--- src/include/mrd_cfg.svh ---
// mixed radix DFT configuration: data widths, bank depth and twiddle scaling
`ifndef MRD_CFG_SVH
`define MRD_CFG_SVH

// sample, result and point-count field widths
`define MRD_IN_W      18
`define MRD_OUT_W     30
`define MRD_PTS_W     12

// the largest radix sets the bank depth and the index width
`define MRD_MAX_PTS   5
`define MRD_IDX_W     3

// twiddles are signed with unity at 16384
`define MRD_TW_W      16
`define MRD_TW_ONE    16384

// accumulator width and the shift that scales it down to a result
`define MRD_ACC_W     37
`define MRD_OUT_SHIFT 7

`endif

--- src/design/mrd_pkg.sv ---
// mixed radix DFT shared types: control states, radix codes and their point counts
`include "mrd_cfg.svh"

package mrd_pkg;

	// radix of the current frame, decoded from the point count at sop
	typedef enum logic [2:0]
	{
		RDX_2,
		RDX_3,
		RDX_4,
		RDX_5,
		RDX_BAD
	} mrd_radix_e;

	typedef enum logic [1:0]
	{
		ST_IDLE,
		ST_MAC,
		ST_WRITE,
		ST_WAIT_OUT
	} mrd_state_e;

	// number of points for a radix, zero when the frame is illegal
	function automatic logic [`MRD_IDX_W-1:0] rdx_pts(input mrd_radix_e radix);
		case (radix)
			RDX_2:   return `MRD_IDX_W'(2);
			RDX_3:   return `MRD_IDX_W'(3);
			RDX_4:   return `MRD_IDX_W'(4);
			RDX_5:   return `MRD_IDX_W'(5);
			default: return '0;
		endcase
	endfunction

endpackage

--- src/design/mrd_ctrl_fsm.sv ---
// DFT control FSM: walks bins and samples, steps the core and writes results to the bank
`timescale 1ns/10ps
`include "mrd_cfg.svh"

module mrd_ctrl_fsm (
	input  logic                  clk,
	input  logic                  rst,
	input  logic                  frame_ready,
	input  mrd_pkg::mrd_radix_e   radix,
	input  logic                  out_busy,
	output logic                  frame_taken,
	output logic [`MRD_IDX_W-1:0] rd_idx,
	output logic [`MRD_IDX_W-1:0] tw_idx,
	output logic                  acc_clr,
	output logic                  acc_en,
	output logic                  bin_wr,
	output logic [`MRD_IDX_W-1:0] wr_idx,
	output logic                  out_start
);
	import mrd_pkg::*;

	localparam int IDX_W = `MRD_IDX_W;

	mrd_state_e       state;
	logic             pend;
	logic [IDX_W-1:0] n_pts;
	logic [IDX_W-1:0] k;
	logic [IDX_W-1:0] n;
	logic [IDX_W-1:0] nk;
	logic [IDX_W:0]   nk_sum;
	logic [IDX_W:0]   nk_wrap;
	logic [IDX_W-1:0] nk_next;

	assign frame_taken = (state == ST_IDLE) && pend && !out_busy;
	assign rd_idx = n;

	// n*k mod N grows by k for every sample
	assign nk_sum = {1'b0, nk} + {1'b0, k};
	assign nk_wrap = nk_sum - {1'b0, n_pts};
	assign nk_next = (nk_sum >= {1'b0, n_pts}) ? nk_wrap[IDX_W-1:0] : nk_sum[IDX_W-1:0];

	always_ff @(posedge clk)
	begin
		if (rst)
		begin
			state <= ST_IDLE;
			pend <= 1'b0;
			n_pts <= '0;
			k <= '0;
			n <= '0;
			nk <= '0;
			acc_en <= 1'b0;
			acc_clr <= 1'b0;
			bin_wr <= 1'b0;
			out_start <= 1'b0;
		end
		else
		begin
			if (frame_ready)
				pend <= 1'b1;
			else if (frame_taken)
				pend <= 1'b0;
			// core and bank controls lag one cycle behind the read index
			acc_en <= (state == ST_MAC);
			acc_clr <= (state == ST_MAC) && (n == '0);
			bin_wr <= (state == ST_WRITE);
			out_start <= (state == ST_WRITE) && (k == n_pts - 1'b1);
			case (state)
				ST_IDLE:
				begin
					if (frame_taken)
					begin
						n_pts <= rdx_pts(radix);
						k <= '0;
						n <= '0;
						nk <= '0;
						state <= ST_MAC;
					end
				end
				ST_MAC:
				begin
					if (n == n_pts - 1'b1)
						state <= ST_WRITE;
					else
					begin
						n <= n + 1'b1;
						nk <= nk_next;
					end
				end
				ST_WRITE:
				begin
					if (k == n_pts - 1'b1)
						state <= ST_WAIT_OUT;
					else
					begin
						k <= k + 1'b1;
						n <= '0;
						nk <= '0;
						state <= ST_MAC;
					end
				end
				default:
				begin
					// out_busy rises one cycle after out_start
					if (!out_busy && !out_start)
						state <= ST_IDLE;
				end
			endcase
		end
	end

	always_ff @(posedge clk)
	begin
		tw_idx <= nk;
		wr_idx <= k;
	end

endmodule

--- src/design/mrd_mem.sv ---
// DFT memory block: input sample bank with frame checking, result bank and output stream
`timescale 1ns/10ps
`include "mrd_cfg.svh"

module mrd_mem (
	input  logic                         clk,
	input  logic                         rst,
	input  logic                         sink_valid,
	output logic                         sink_ready,
	input  logic                         sink_sop,
	input  logic                         sink_eop,
	input  logic signed [`MRD_IN_W-1:0]  sink_real,
	input  logic signed [`MRD_IN_W-1:0]  sink_imag,
	input  logic [`MRD_PTS_W-1:0]        dftpts_in,
	input  logic                         inverse,
	output logic                         source_valid,
	input  logic                         source_ready,
	output logic                         source_sop,
	output logic                         source_eop,
	output logic signed [`MRD_OUT_W-1:0] source_real,
	output logic signed [`MRD_OUT_W-1:0] source_imag,
	output logic [`MRD_PTS_W-1:0]        dftpts_out,
	input  logic                         frame_taken,
	output logic                         frame_ready,
	output mrd_pkg::mrd_radix_e          radix,
	output logic                         frame_inverse,
	input  logic [`MRD_IDX_W-1:0]        rd_idx,
	output logic signed [`MRD_IN_W-1:0]  rd_real,
	output logic signed [`MRD_IN_W-1:0]  rd_imag,
	input  logic                         bin_wr,
	input  logic [`MRD_IDX_W-1:0]        wr_idx,
	input  logic signed [`MRD_OUT_W-1:0] bin_real,
	input  logic signed [`MRD_OUT_W-1:0] bin_imag,
	input  logic                         out_start,
	output logic                         out_busy
);
	import mrd_pkg::*;

	localparam int PTS_W = `MRD_PTS_W;
	localparam int IDX_W = `MRD_IDX_W;

	logic signed [`MRD_IN_W-1:0]  in_re  [`MRD_MAX_PTS];
	logic signed [`MRD_IN_W-1:0]  in_im  [`MRD_MAX_PTS];
	logic signed [`MRD_IN_W-1:0]  cmp_re [`MRD_MAX_PTS];
	logic signed [`MRD_IN_W-1:0]  cmp_im [`MRD_MAX_PTS];
	logic signed [`MRD_OUT_W-1:0] res_re [`MRD_MAX_PTS];
	logic signed [`MRD_OUT_W-1:0] res_im [`MRD_MAX_PTS];

	logic             in_frame;
	logic             in_full;
	logic [IDX_W-1:0] in_cnt;
	logic [IDX_W-1:0] in_ptr;
	logic [IDX_W-1:0] in_last;
	logic [IDX_W-1:0] out_cnt;
	logic [IDX_W-1:0] out_last;
	mrd_radix_e       sop_radix;
	mrd_radix_e       in_radix;
	mrd_radix_e       cmp_radix;
	logic             in_inv;
	logic             cmp_inv;
	logic [PTS_W-1:0] in_pts;
	logic [PTS_W-1:0] cmp_pts;
	logic             sink_xfer;
	logic             src_xfer;

	assign sink_ready = !in_full;
	assign sink_xfer = sink_valid && sink_ready;
	assign src_xfer = source_valid && source_ready;
	assign in_ptr = sink_sop ? '0 : in_cnt;
	assign in_last = rdx_pts(in_radix) - 1'b1;
	assign out_last = rdx_pts(cmp_radix) - 1'b1;
	assign out_busy = source_valid;

	// the waiting frame shows through in the cycle it is taken
	assign radix = frame_taken ? in_radix : cmp_radix;
	assign frame_inverse = frame_taken ? in_inv : cmp_inv;

	always_comb
	begin
		case (dftpts_in)
			PTS_W'(2): sop_radix = RDX_2;
			PTS_W'(3): sop_radix = RDX_3;
			PTS_W'(4): sop_radix = RDX_4;
			PTS_W'(5): sop_radix = RDX_5;
			default:   sop_radix = RDX_BAD;
		endcase
	end

	always_ff @(posedge clk)
	begin
		if (sink_xfer)
		begin
			in_re[in_ptr] <= sink_real;
			in_im[in_ptr] <= sink_imag;
		end
		if (sink_xfer && sink_sop)
		begin
			in_radix <= sop_radix;
			in_inv <= inverse;
			in_pts <= dftpts_in;
		end
		// the compute copy frees the input bank for the next frame
		if (frame_taken)
		begin
			cmp_re <= in_re;
			cmp_im <= in_im;
			cmp_radix <= in_radix;
			cmp_inv <= in_inv;
			cmp_pts <= in_pts;
		end
		rd_real <= cmp_re[rd_idx];
		rd_imag <= cmp_im[rd_idx];
		if (bin_wr)
		begin
			res_re[wr_idx] <= bin_real;
			res_im[wr_idx] <= bin_imag;
		end
		if (out_start)
		begin
			source_real <= res_re[0];
			source_imag <= res_im[0];
			dftpts_out <= cmp_pts;
		end
		else if (src_xfer && !source_eop)
		begin
			source_real <= res_re[out_cnt];
			source_imag <= res_im[out_cnt];
		end
	end

	always_ff @(posedge clk)
	begin
		if (rst)
		begin
			in_frame <= 1'b0;
			in_full <= 1'b0;
			in_cnt <= '0;
			frame_ready <= 1'b0;
			source_valid <= 1'b0;
			source_sop <= 1'b0;
			source_eop <= 1'b0;
			out_cnt <= '0;
		end
		else
		begin
			frame_ready <= 1'b0;
			if (frame_taken)
				in_full <= 1'b0;
			if (sink_xfer && sink_sop)
			begin
				// a bad count or an eop on the first sample drops the frame
				in_frame <= (sop_radix != RDX_BAD) && !sink_eop;
				in_cnt <= IDX_W'(1);
			end
			else if (sink_xfer && in_frame)
			begin
				in_cnt <= in_cnt + 1'b1;
				if (sink_eop || in_cnt == in_last)
					in_frame <= 1'b0;
				if (sink_eop && in_cnt == in_last)
				begin
					in_full <= 1'b1;
					frame_ready <= 1'b1;
				end
			end
			if (out_start)
			begin
				source_valid <= 1'b1;
				source_sop <= 1'b1;
				source_eop <= 1'b0;
				out_cnt <= IDX_W'(1);
			end
			else if (src_xfer)
			begin
				source_sop <= 1'b0;
				source_eop <= (out_cnt == out_last);
				if (source_eop)
					source_valid <= 1'b0;
				out_cnt <= out_cnt + 1'b1;
			end
		end
	end

endmodule

--- src/design/mrd_rdx2345_core.sv ---
// radix 2/3/4/5 DFT core: constant twiddle table and complex multiply-accumulate per bin
`timescale 1ns/10ps
`include "mrd_cfg.svh"

module mrd_rdx2345_core (
	input  logic                         clk,
	input  logic                         rst,
	input  mrd_pkg::mrd_radix_e          radix,
	input  logic                         frame_inverse,
	input  logic [`MRD_IDX_W-1:0]        tw_idx,
	input  logic                         acc_clr,
	input  logic                         acc_en,
	input  logic signed [`MRD_IN_W-1:0]  rd_real,
	input  logic signed [`MRD_IN_W-1:0]  rd_imag,
	output logic signed [`MRD_OUT_W-1:0] bin_real,
	output logic signed [`MRD_OUT_W-1:0] bin_imag
);
	import mrd_pkg::*;

	localparam int TW_W = `MRD_TW_W;
	localparam int IDX_W = `MRD_IDX_W;
	localparam int PROD_W = `MRD_IN_W + `MRD_TW_W;

	// rounded cos and sin magnitudes for the 120 and 72 degree steps
	localparam logic signed [TW_W-1:0] ONE = `MRD_TW_ONE;
	localparam logic signed [TW_W-1:0] ZERO = 0;
	localparam logic signed [TW_W-1:0] C3 = 8192;
	localparam logic signed [TW_W-1:0] S3 = 14189;
	localparam logic signed [TW_W-1:0] C5A = 5063;
	localparam logic signed [TW_W-1:0] S5A = 15582;
	localparam logic signed [TW_W-1:0] C5B = 13255;
	localparam logic signed [TW_W-1:0] S5B = 9630;

	logic signed [TW_W-1:0]       tw_cos;
	logic signed [TW_W-1:0]       tw_sin;
	logic signed [TW_W-1:0]       tw_s;
	logic signed [PROD_W-1:0]     prod_ac;
	logic signed [PROD_W-1:0]     prod_bs;
	logic signed [PROD_W-1:0]     prod_as;
	logic signed [PROD_W-1:0]     prod_bc;
	logic signed [`MRD_ACC_W-1:0] mac_re;
	logic signed [`MRD_ACC_W-1:0] mac_im;
	logic signed [`MRD_ACC_W-1:0] acc_re;
	logic signed [`MRD_ACC_W-1:0] acc_im;
	logic signed [`MRD_ACC_W-1:0] sh_re;
	logic signed [`MRD_ACC_W-1:0] sh_im;

	// cos and sin of 2*pi*m/N, index zero of every radix falls to the default
	always_comb
	begin
		case ({radix, tw_idx})
			{RDX_2, IDX_W'(1)}: {tw_cos, tw_sin} = {-ONE, ZERO};
			{RDX_3, IDX_W'(1)}: {tw_cos, tw_sin} = {-C3, S3};
			{RDX_3, IDX_W'(2)}: {tw_cos, tw_sin} = {-C3, -S3};
			{RDX_4, IDX_W'(1)}: {tw_cos, tw_sin} = {ZERO, ONE};
			{RDX_4, IDX_W'(2)}: {tw_cos, tw_sin} = {-ONE, ZERO};
			{RDX_4, IDX_W'(3)}: {tw_cos, tw_sin} = {ZERO, -ONE};
			{RDX_5, IDX_W'(1)}: {tw_cos, tw_sin} = {C5A, S5A};
			{RDX_5, IDX_W'(2)}: {tw_cos, tw_sin} = {-C5B, S5B};
			{RDX_5, IDX_W'(3)}: {tw_cos, tw_sin} = {-C5B, -S5B};
			{RDX_5, IDX_W'(4)}: {tw_cos, tw_sin} = {C5A, -S5A};
			default:            {tw_cos, tw_sin} = {ONE, ZERO};
		endcase
	end

	// forward transform rotates the other way
	assign tw_s = frame_inverse ? tw_sin : -tw_sin;

	assign prod_ac = rd_real * tw_cos;
	assign prod_bs = rd_imag * tw_s;
	assign prod_as = rd_real * tw_s;
	assign prod_bc = rd_imag * tw_cos;
	assign mac_re = prod_ac - prod_bs;
	assign mac_im = prod_as + prod_bc;

	always_ff @(posedge clk)
	begin
		if (rst)
		begin
			acc_re <= '0;
			acc_im <= '0;
		end
		else if (acc_en)
		begin
			acc_re <= acc_clr ? mac_re : acc_re + mac_re;
			acc_im <= acc_clr ? mac_im : acc_im + mac_im;
		end
	end

	assign sh_re = acc_re >>> `MRD_OUT_SHIFT;
	assign sh_im = acc_im >>> `MRD_OUT_SHIFT;
	assign bin_real = sh_re[`MRD_OUT_W-1:0];
	assign bin_imag = sh_im[`MRD_OUT_W-1:0];

endmodule

--- src/design/mrd_top.sv ---
// mixed radix DFT engine top: stream ports around the sample banks, radix core and control FSM
`timescale 1ns/10ps
`include "mrd_cfg.svh"

module mrd_top (
	input  logic                         clk,
	input  logic                         rst,
	input  logic                         sink_valid,
	output logic                         sink_ready,
	input  logic                         sink_sop,
	input  logic                         sink_eop,
	input  logic signed [`MRD_IN_W-1:0]  sink_real,
	input  logic signed [`MRD_IN_W-1:0]  sink_imag,
	input  logic [`MRD_PTS_W-1:0]        dftpts_in,
	input  logic                         inverse,
	output logic                         source_valid,
	input  logic                         source_ready,
	output logic                         source_sop,
	output logic                         source_eop,
	output logic signed [`MRD_OUT_W-1:0] source_real,
	output logic signed [`MRD_OUT_W-1:0] source_imag,
	output logic [`MRD_PTS_W-1:0]        dftpts_out
);
	import mrd_pkg::*;

	// frame handoff between the banks and the FSM
	logic       frame_ready;
	logic       frame_taken;
	mrd_radix_e radix;
	logic       frame_inverse;
	logic       out_start;
	logic       out_busy;

	// sample read and result write paths
	logic [`MRD_IDX_W-1:0]        rd_idx;
	logic signed [`MRD_IN_W-1:0]  rd_real;
	logic signed [`MRD_IN_W-1:0]  rd_imag;
	logic [`MRD_IDX_W-1:0]        tw_idx;
	logic                         acc_clr;
	logic                         acc_en;
	logic signed [`MRD_OUT_W-1:0] bin_real;
	logic signed [`MRD_OUT_W-1:0] bin_imag;
	logic                         bin_wr;
	logic [`MRD_IDX_W-1:0]        wr_idx;

	mrd_mem u_mem (.*);

	mrd_rdx2345_core u_core (.*);

	mrd_ctrl_fsm u_ctrl (.*);

endmodule

--- config.mk ---
export PLATFORM = sky130hd
export DESIGN_NAME = mrd_top
export DESIGN_NICKNAME = d
export VERILOG_FILES = /design/src/design/mrd_pkg.sv /design/src/design/mrd_ctrl_fsm.sv /design/src/design/mrd_mem.sv /design/src/design/mrd_rdx2345_core.sv /design/src/design/mrd_top.sv
export VERILOG_INCLUDE_DIRS = /design/src /design/src/include
export SDC_FILE = /design/constraint.sdc
export NUM_CORES = 2
export LEC_CHECK = 0
export BUFFER_PORTS_ARGS = -buffer_cell sky130_fd_sc_hd__buf_2
export CAP_MARGIN = 20
export CELL_PAD_IN_SITES_DETAIL_PLACEMENT = 0
export CELL_PAD_IN_SITES_GLOBAL_PLACEMENT = 1
export CORE_MARGIN = 2
export CORE_UTILIZATION = 35
export DETAILED_ROUTE_END_ITERATION = 10
export PLACE_DENSITY_LB_ADDON = 0.2
export SYNTH_ARGS = -nofsm -noshare
export SYNTH_HDL_FRONTEND = slang
export SYNTH_SLANG_ARGS = --single-unit
--- constraint.sdc ---
create_clock -name clk -period 16.3 [get_ports clk]
set_input_delay 2.445 -clock clk [delete_from_list [all_inputs] [get_ports clk]]
set_output_delay 2.445 -clock clk [all_outputs]
set_load 0.01 [all_outputs]
==> results.yml <==
routing:
  ant_nets: 0
  wire_per_inst_um: 21.2
  detail_route.vias_per_cell: 4.78
  vias: 47869
  wl_um: 212000
  top_layer_used: "met4"
  drc_errors: 0
  met2_length_um: 104000
  drt-pass1-iter-count: 5
  m1WireLength_um: 98200
  route.met3.wl_um: 6770
  first_iter_violations: 2755
yosys:
  synth_common_cells: "inv_1, fa_1, edfxtp_1"
  ys_types: 83
  synth-seq-area-share_pct: 33.0
  avgSynthCellArea_um2: 11.4
  synth_edf_count: 760
  synthCells: 6885
  ys_seq_elements: 911
  ys_warn_count: 0
  ys.flop_type: "edfxtp_1"
  yosys.area.top_type: "fa_1"
  yosys.area.top_type_share_pct: 31.7
  synthMostInstantiatedCell: "inv_1"
  synth_area_leaders: "fa_1, edfxtp_1, inv_1"
  syn_nets: 8599
  async_flop_share_pct: 0
  synth_area_um2: 78400
floorplanning:
  dieArea_um2: 228000
  die-height_um: 477
  io_pins: 131
  die_w_um: 477
  rows: 173
  core_um2: 223000
  start_util_pct: 35.2
power_and_ir_drop:
  switching_power_mw: 3.13
  p_per_area_nw_per_um2: 95.6
  comb_power_share_pct: 41.1
  ir_drop_uv: 110
  switching_share_pct: 38.0
  pwr-share-clk_pct: 28.3
  p_seq_share_pct: 30.5
  internal_power_mw: 5.10
  total_leakage_power_nw: 37.0
global_route:
  grt_start_max_net_pins: 130
  grt_usage_pct: 19.1
  overflow: 0
  grt_pass1_vias: 51998
  grt_pass1_wl_um: 328000
  grt_antenna_before_repair: 3
placement:
  hpwl_um: 162000
  io_buffers: 130
  gp_congestion: 0.869
  pre_cts_ws_ns: 2.41
finish:
  nets: 8674
  num-fill-cells: 21913
  area_delta_synth_final_pct: 9.86
  drive_gt1_share_pct: 7.85
clock_network:
  htreeDepth: 3
  clock-sinks: 911
  cts_tree: "done"
  cts_inserted_buffers: 101
  clk_latency_ns: 0.74
  ctsHoldBuffers: 0
  postCtsSetupRepairBufs: 0
  ctsResizeCount: 0
  clock_path_buffers: 3
  cts_root_buffer: "clkbuf_16"
  cts.clk_slew.worst_paths_ns: 0.07
status:
  status: "complete, no violations"
flow_run:
  drv_cap: 0
min_path:
  hold_path.class: "register to register"
timing:
  timing.final.ws_setup_ns: 2.42
  slew_violations: 0
  period_needed_ns: 13.88
  fin_skew_ns: 0.0508
  hold_viol_final: 0
  rsz0062_at_grt: "false"
  max_freq_mhz: 72.0
  finalSetupViolations: 0
  period_share_pct: 85.2
  slew_headroom_pct: 29.5
  worst_slew_pin_slew_ns: 1.03
  setup_tns_ns: 0
critical_path:
  path_common_cell: "fa_1"
  endpoint_kind: "register"
  crit_required_ns: 16.96
  cp.arrival_ns: 14.54
  worstSetupPathType: "register to register"
  slowest_delay_ns: 0.68
  cp-start-kind: "register"
  crit_path_top_delay_cell: "mux2i_4"
  cp_max_fo: 129
[cell type report]
type	count	area, um2	share of cell area, %
flip-flops and latches	911	25900	30.0
well taps	2975	3720	4.32
repair buffers	226	1370	1.60
clock buffers	132	2740	3.18
inverters	1564	5880	6.83
clock inverters	57	674	0.783
diodes	3	7.51	0.00872
multi-input cells	4156	45900	53.2
[critical path: cells and delay by family (launching register included)]
family	cells	cell delay [ns]
buf+inv	8	1.43
simple gates	9	2.26
compound gates	12	3.01
xor+xnor	2	0.78
mux	3	1.07
fa+ha+maj	10	4.70
flops	1	0.39
[per-layer routing]
layer,GRT usage (%),vias up
li1,-,21889
met1,26.8,25066
met2,32.4,749
met3,1.84,165
met4,3.67,0
met5,0,-
[metrics by stage]
stage / std cells / utilization (%) / total power, mW / cell area [um2] / hold WS (ns)
6_report: 10024 / 38.7 / 8.24 / 86100 / 0.389
5_1_grt: 10022 / 38.7 / 8.72 / 86100 / 0.393
4_1_cts: 10021 / 38.7 / 8.27 / 86100 / 0.387
3_5_place_dp: 9832 / 37.2 / 5.90 / 82700 / 0.389
3_3_place_gp: 9831 / 37.2 / 5.89 / 82700 / 0.389
2_1_floorplan: 6885 / - / 4.80 / 78400 / 0.355
[power groups by stage]
stage               sequential, mW  combinational [mW]  clock, mW
floorplan                     2.56                2.24          0
global placement              2.56                3.32          0
detailed placement            2.56                3.33          0
CTS                           2.51                3.35       2.40
global route                  2.51                3.71       2.49
finish                        2.51                3.39       2.33
[flip-flops by register name, indices dropped and copies added (netlist names), 18 cells and up]
register / flops
u_core.acc_im: 37
u_core.acc_re: 37
u_mem.cmp_im: 90
u_mem.cmp_re: 90
u_mem.in_im: 90
u_mem.in_re: 90
u_mem.rd_imag: 18
u_mem.rd_real: 18
u_mem.res_im: 150
u_mem.res_re: 150
u_mem.source_imag: 30
u_mem.source_real: 30
[placed cells by master, fill, tap and decap left out, types with 45 or more instances in the layout]
master and instances:
inv_1 1559, o22ai_1 45, and2_1 276, mux4_2 60, edfxtp_1 760, clkbuf_16 102, nor2_1 264, dfxtp_1 141
mux2i_1 157, buf_2 129, xor2_1 48, xnor2_1 134, a211oi_1 52, a21oi_1 185, fa_1 1240, a21o_1 71
nor3_1 51, ha_1 419, nand2_1 601, buf_4 97, o21ai_0 157, or2_2 54
[worst paths after layout]
path         depth (start not counted)  slack, ns            start           endpoint
min reg2reg                          0       0.39  u_mem.in_re[53]   u_mem.cmp_re[53]
max                                 44       2.42  u_ctrl.state[0]  u_core.acc_im[36]
max reg2reg                         44       2.42  u_ctrl.state[0]  u_core.acc_im[36]
min                                  0       0.39  u_mem.in_re[53]   u_mem.cmp_re[53]
[cell families (layout without fill, tap and decap cells)]
kind of cell	count (synthesis)	in the layout	share of synthesized area, %
xor gates and xnor gates	192	192	2.16
DFF	911	911	33.0
muxes	224	224	3.88
adders and majority gates	1661	1661	38.4
and+or+nand+nor	1386	1386	8.26
AOI/OAI and AO/OA	693	693	5.59
buffers and inverters	1818	1979	8.76
other	0	3	0
No activity file was read; power rests on OpenSTA's default activity.
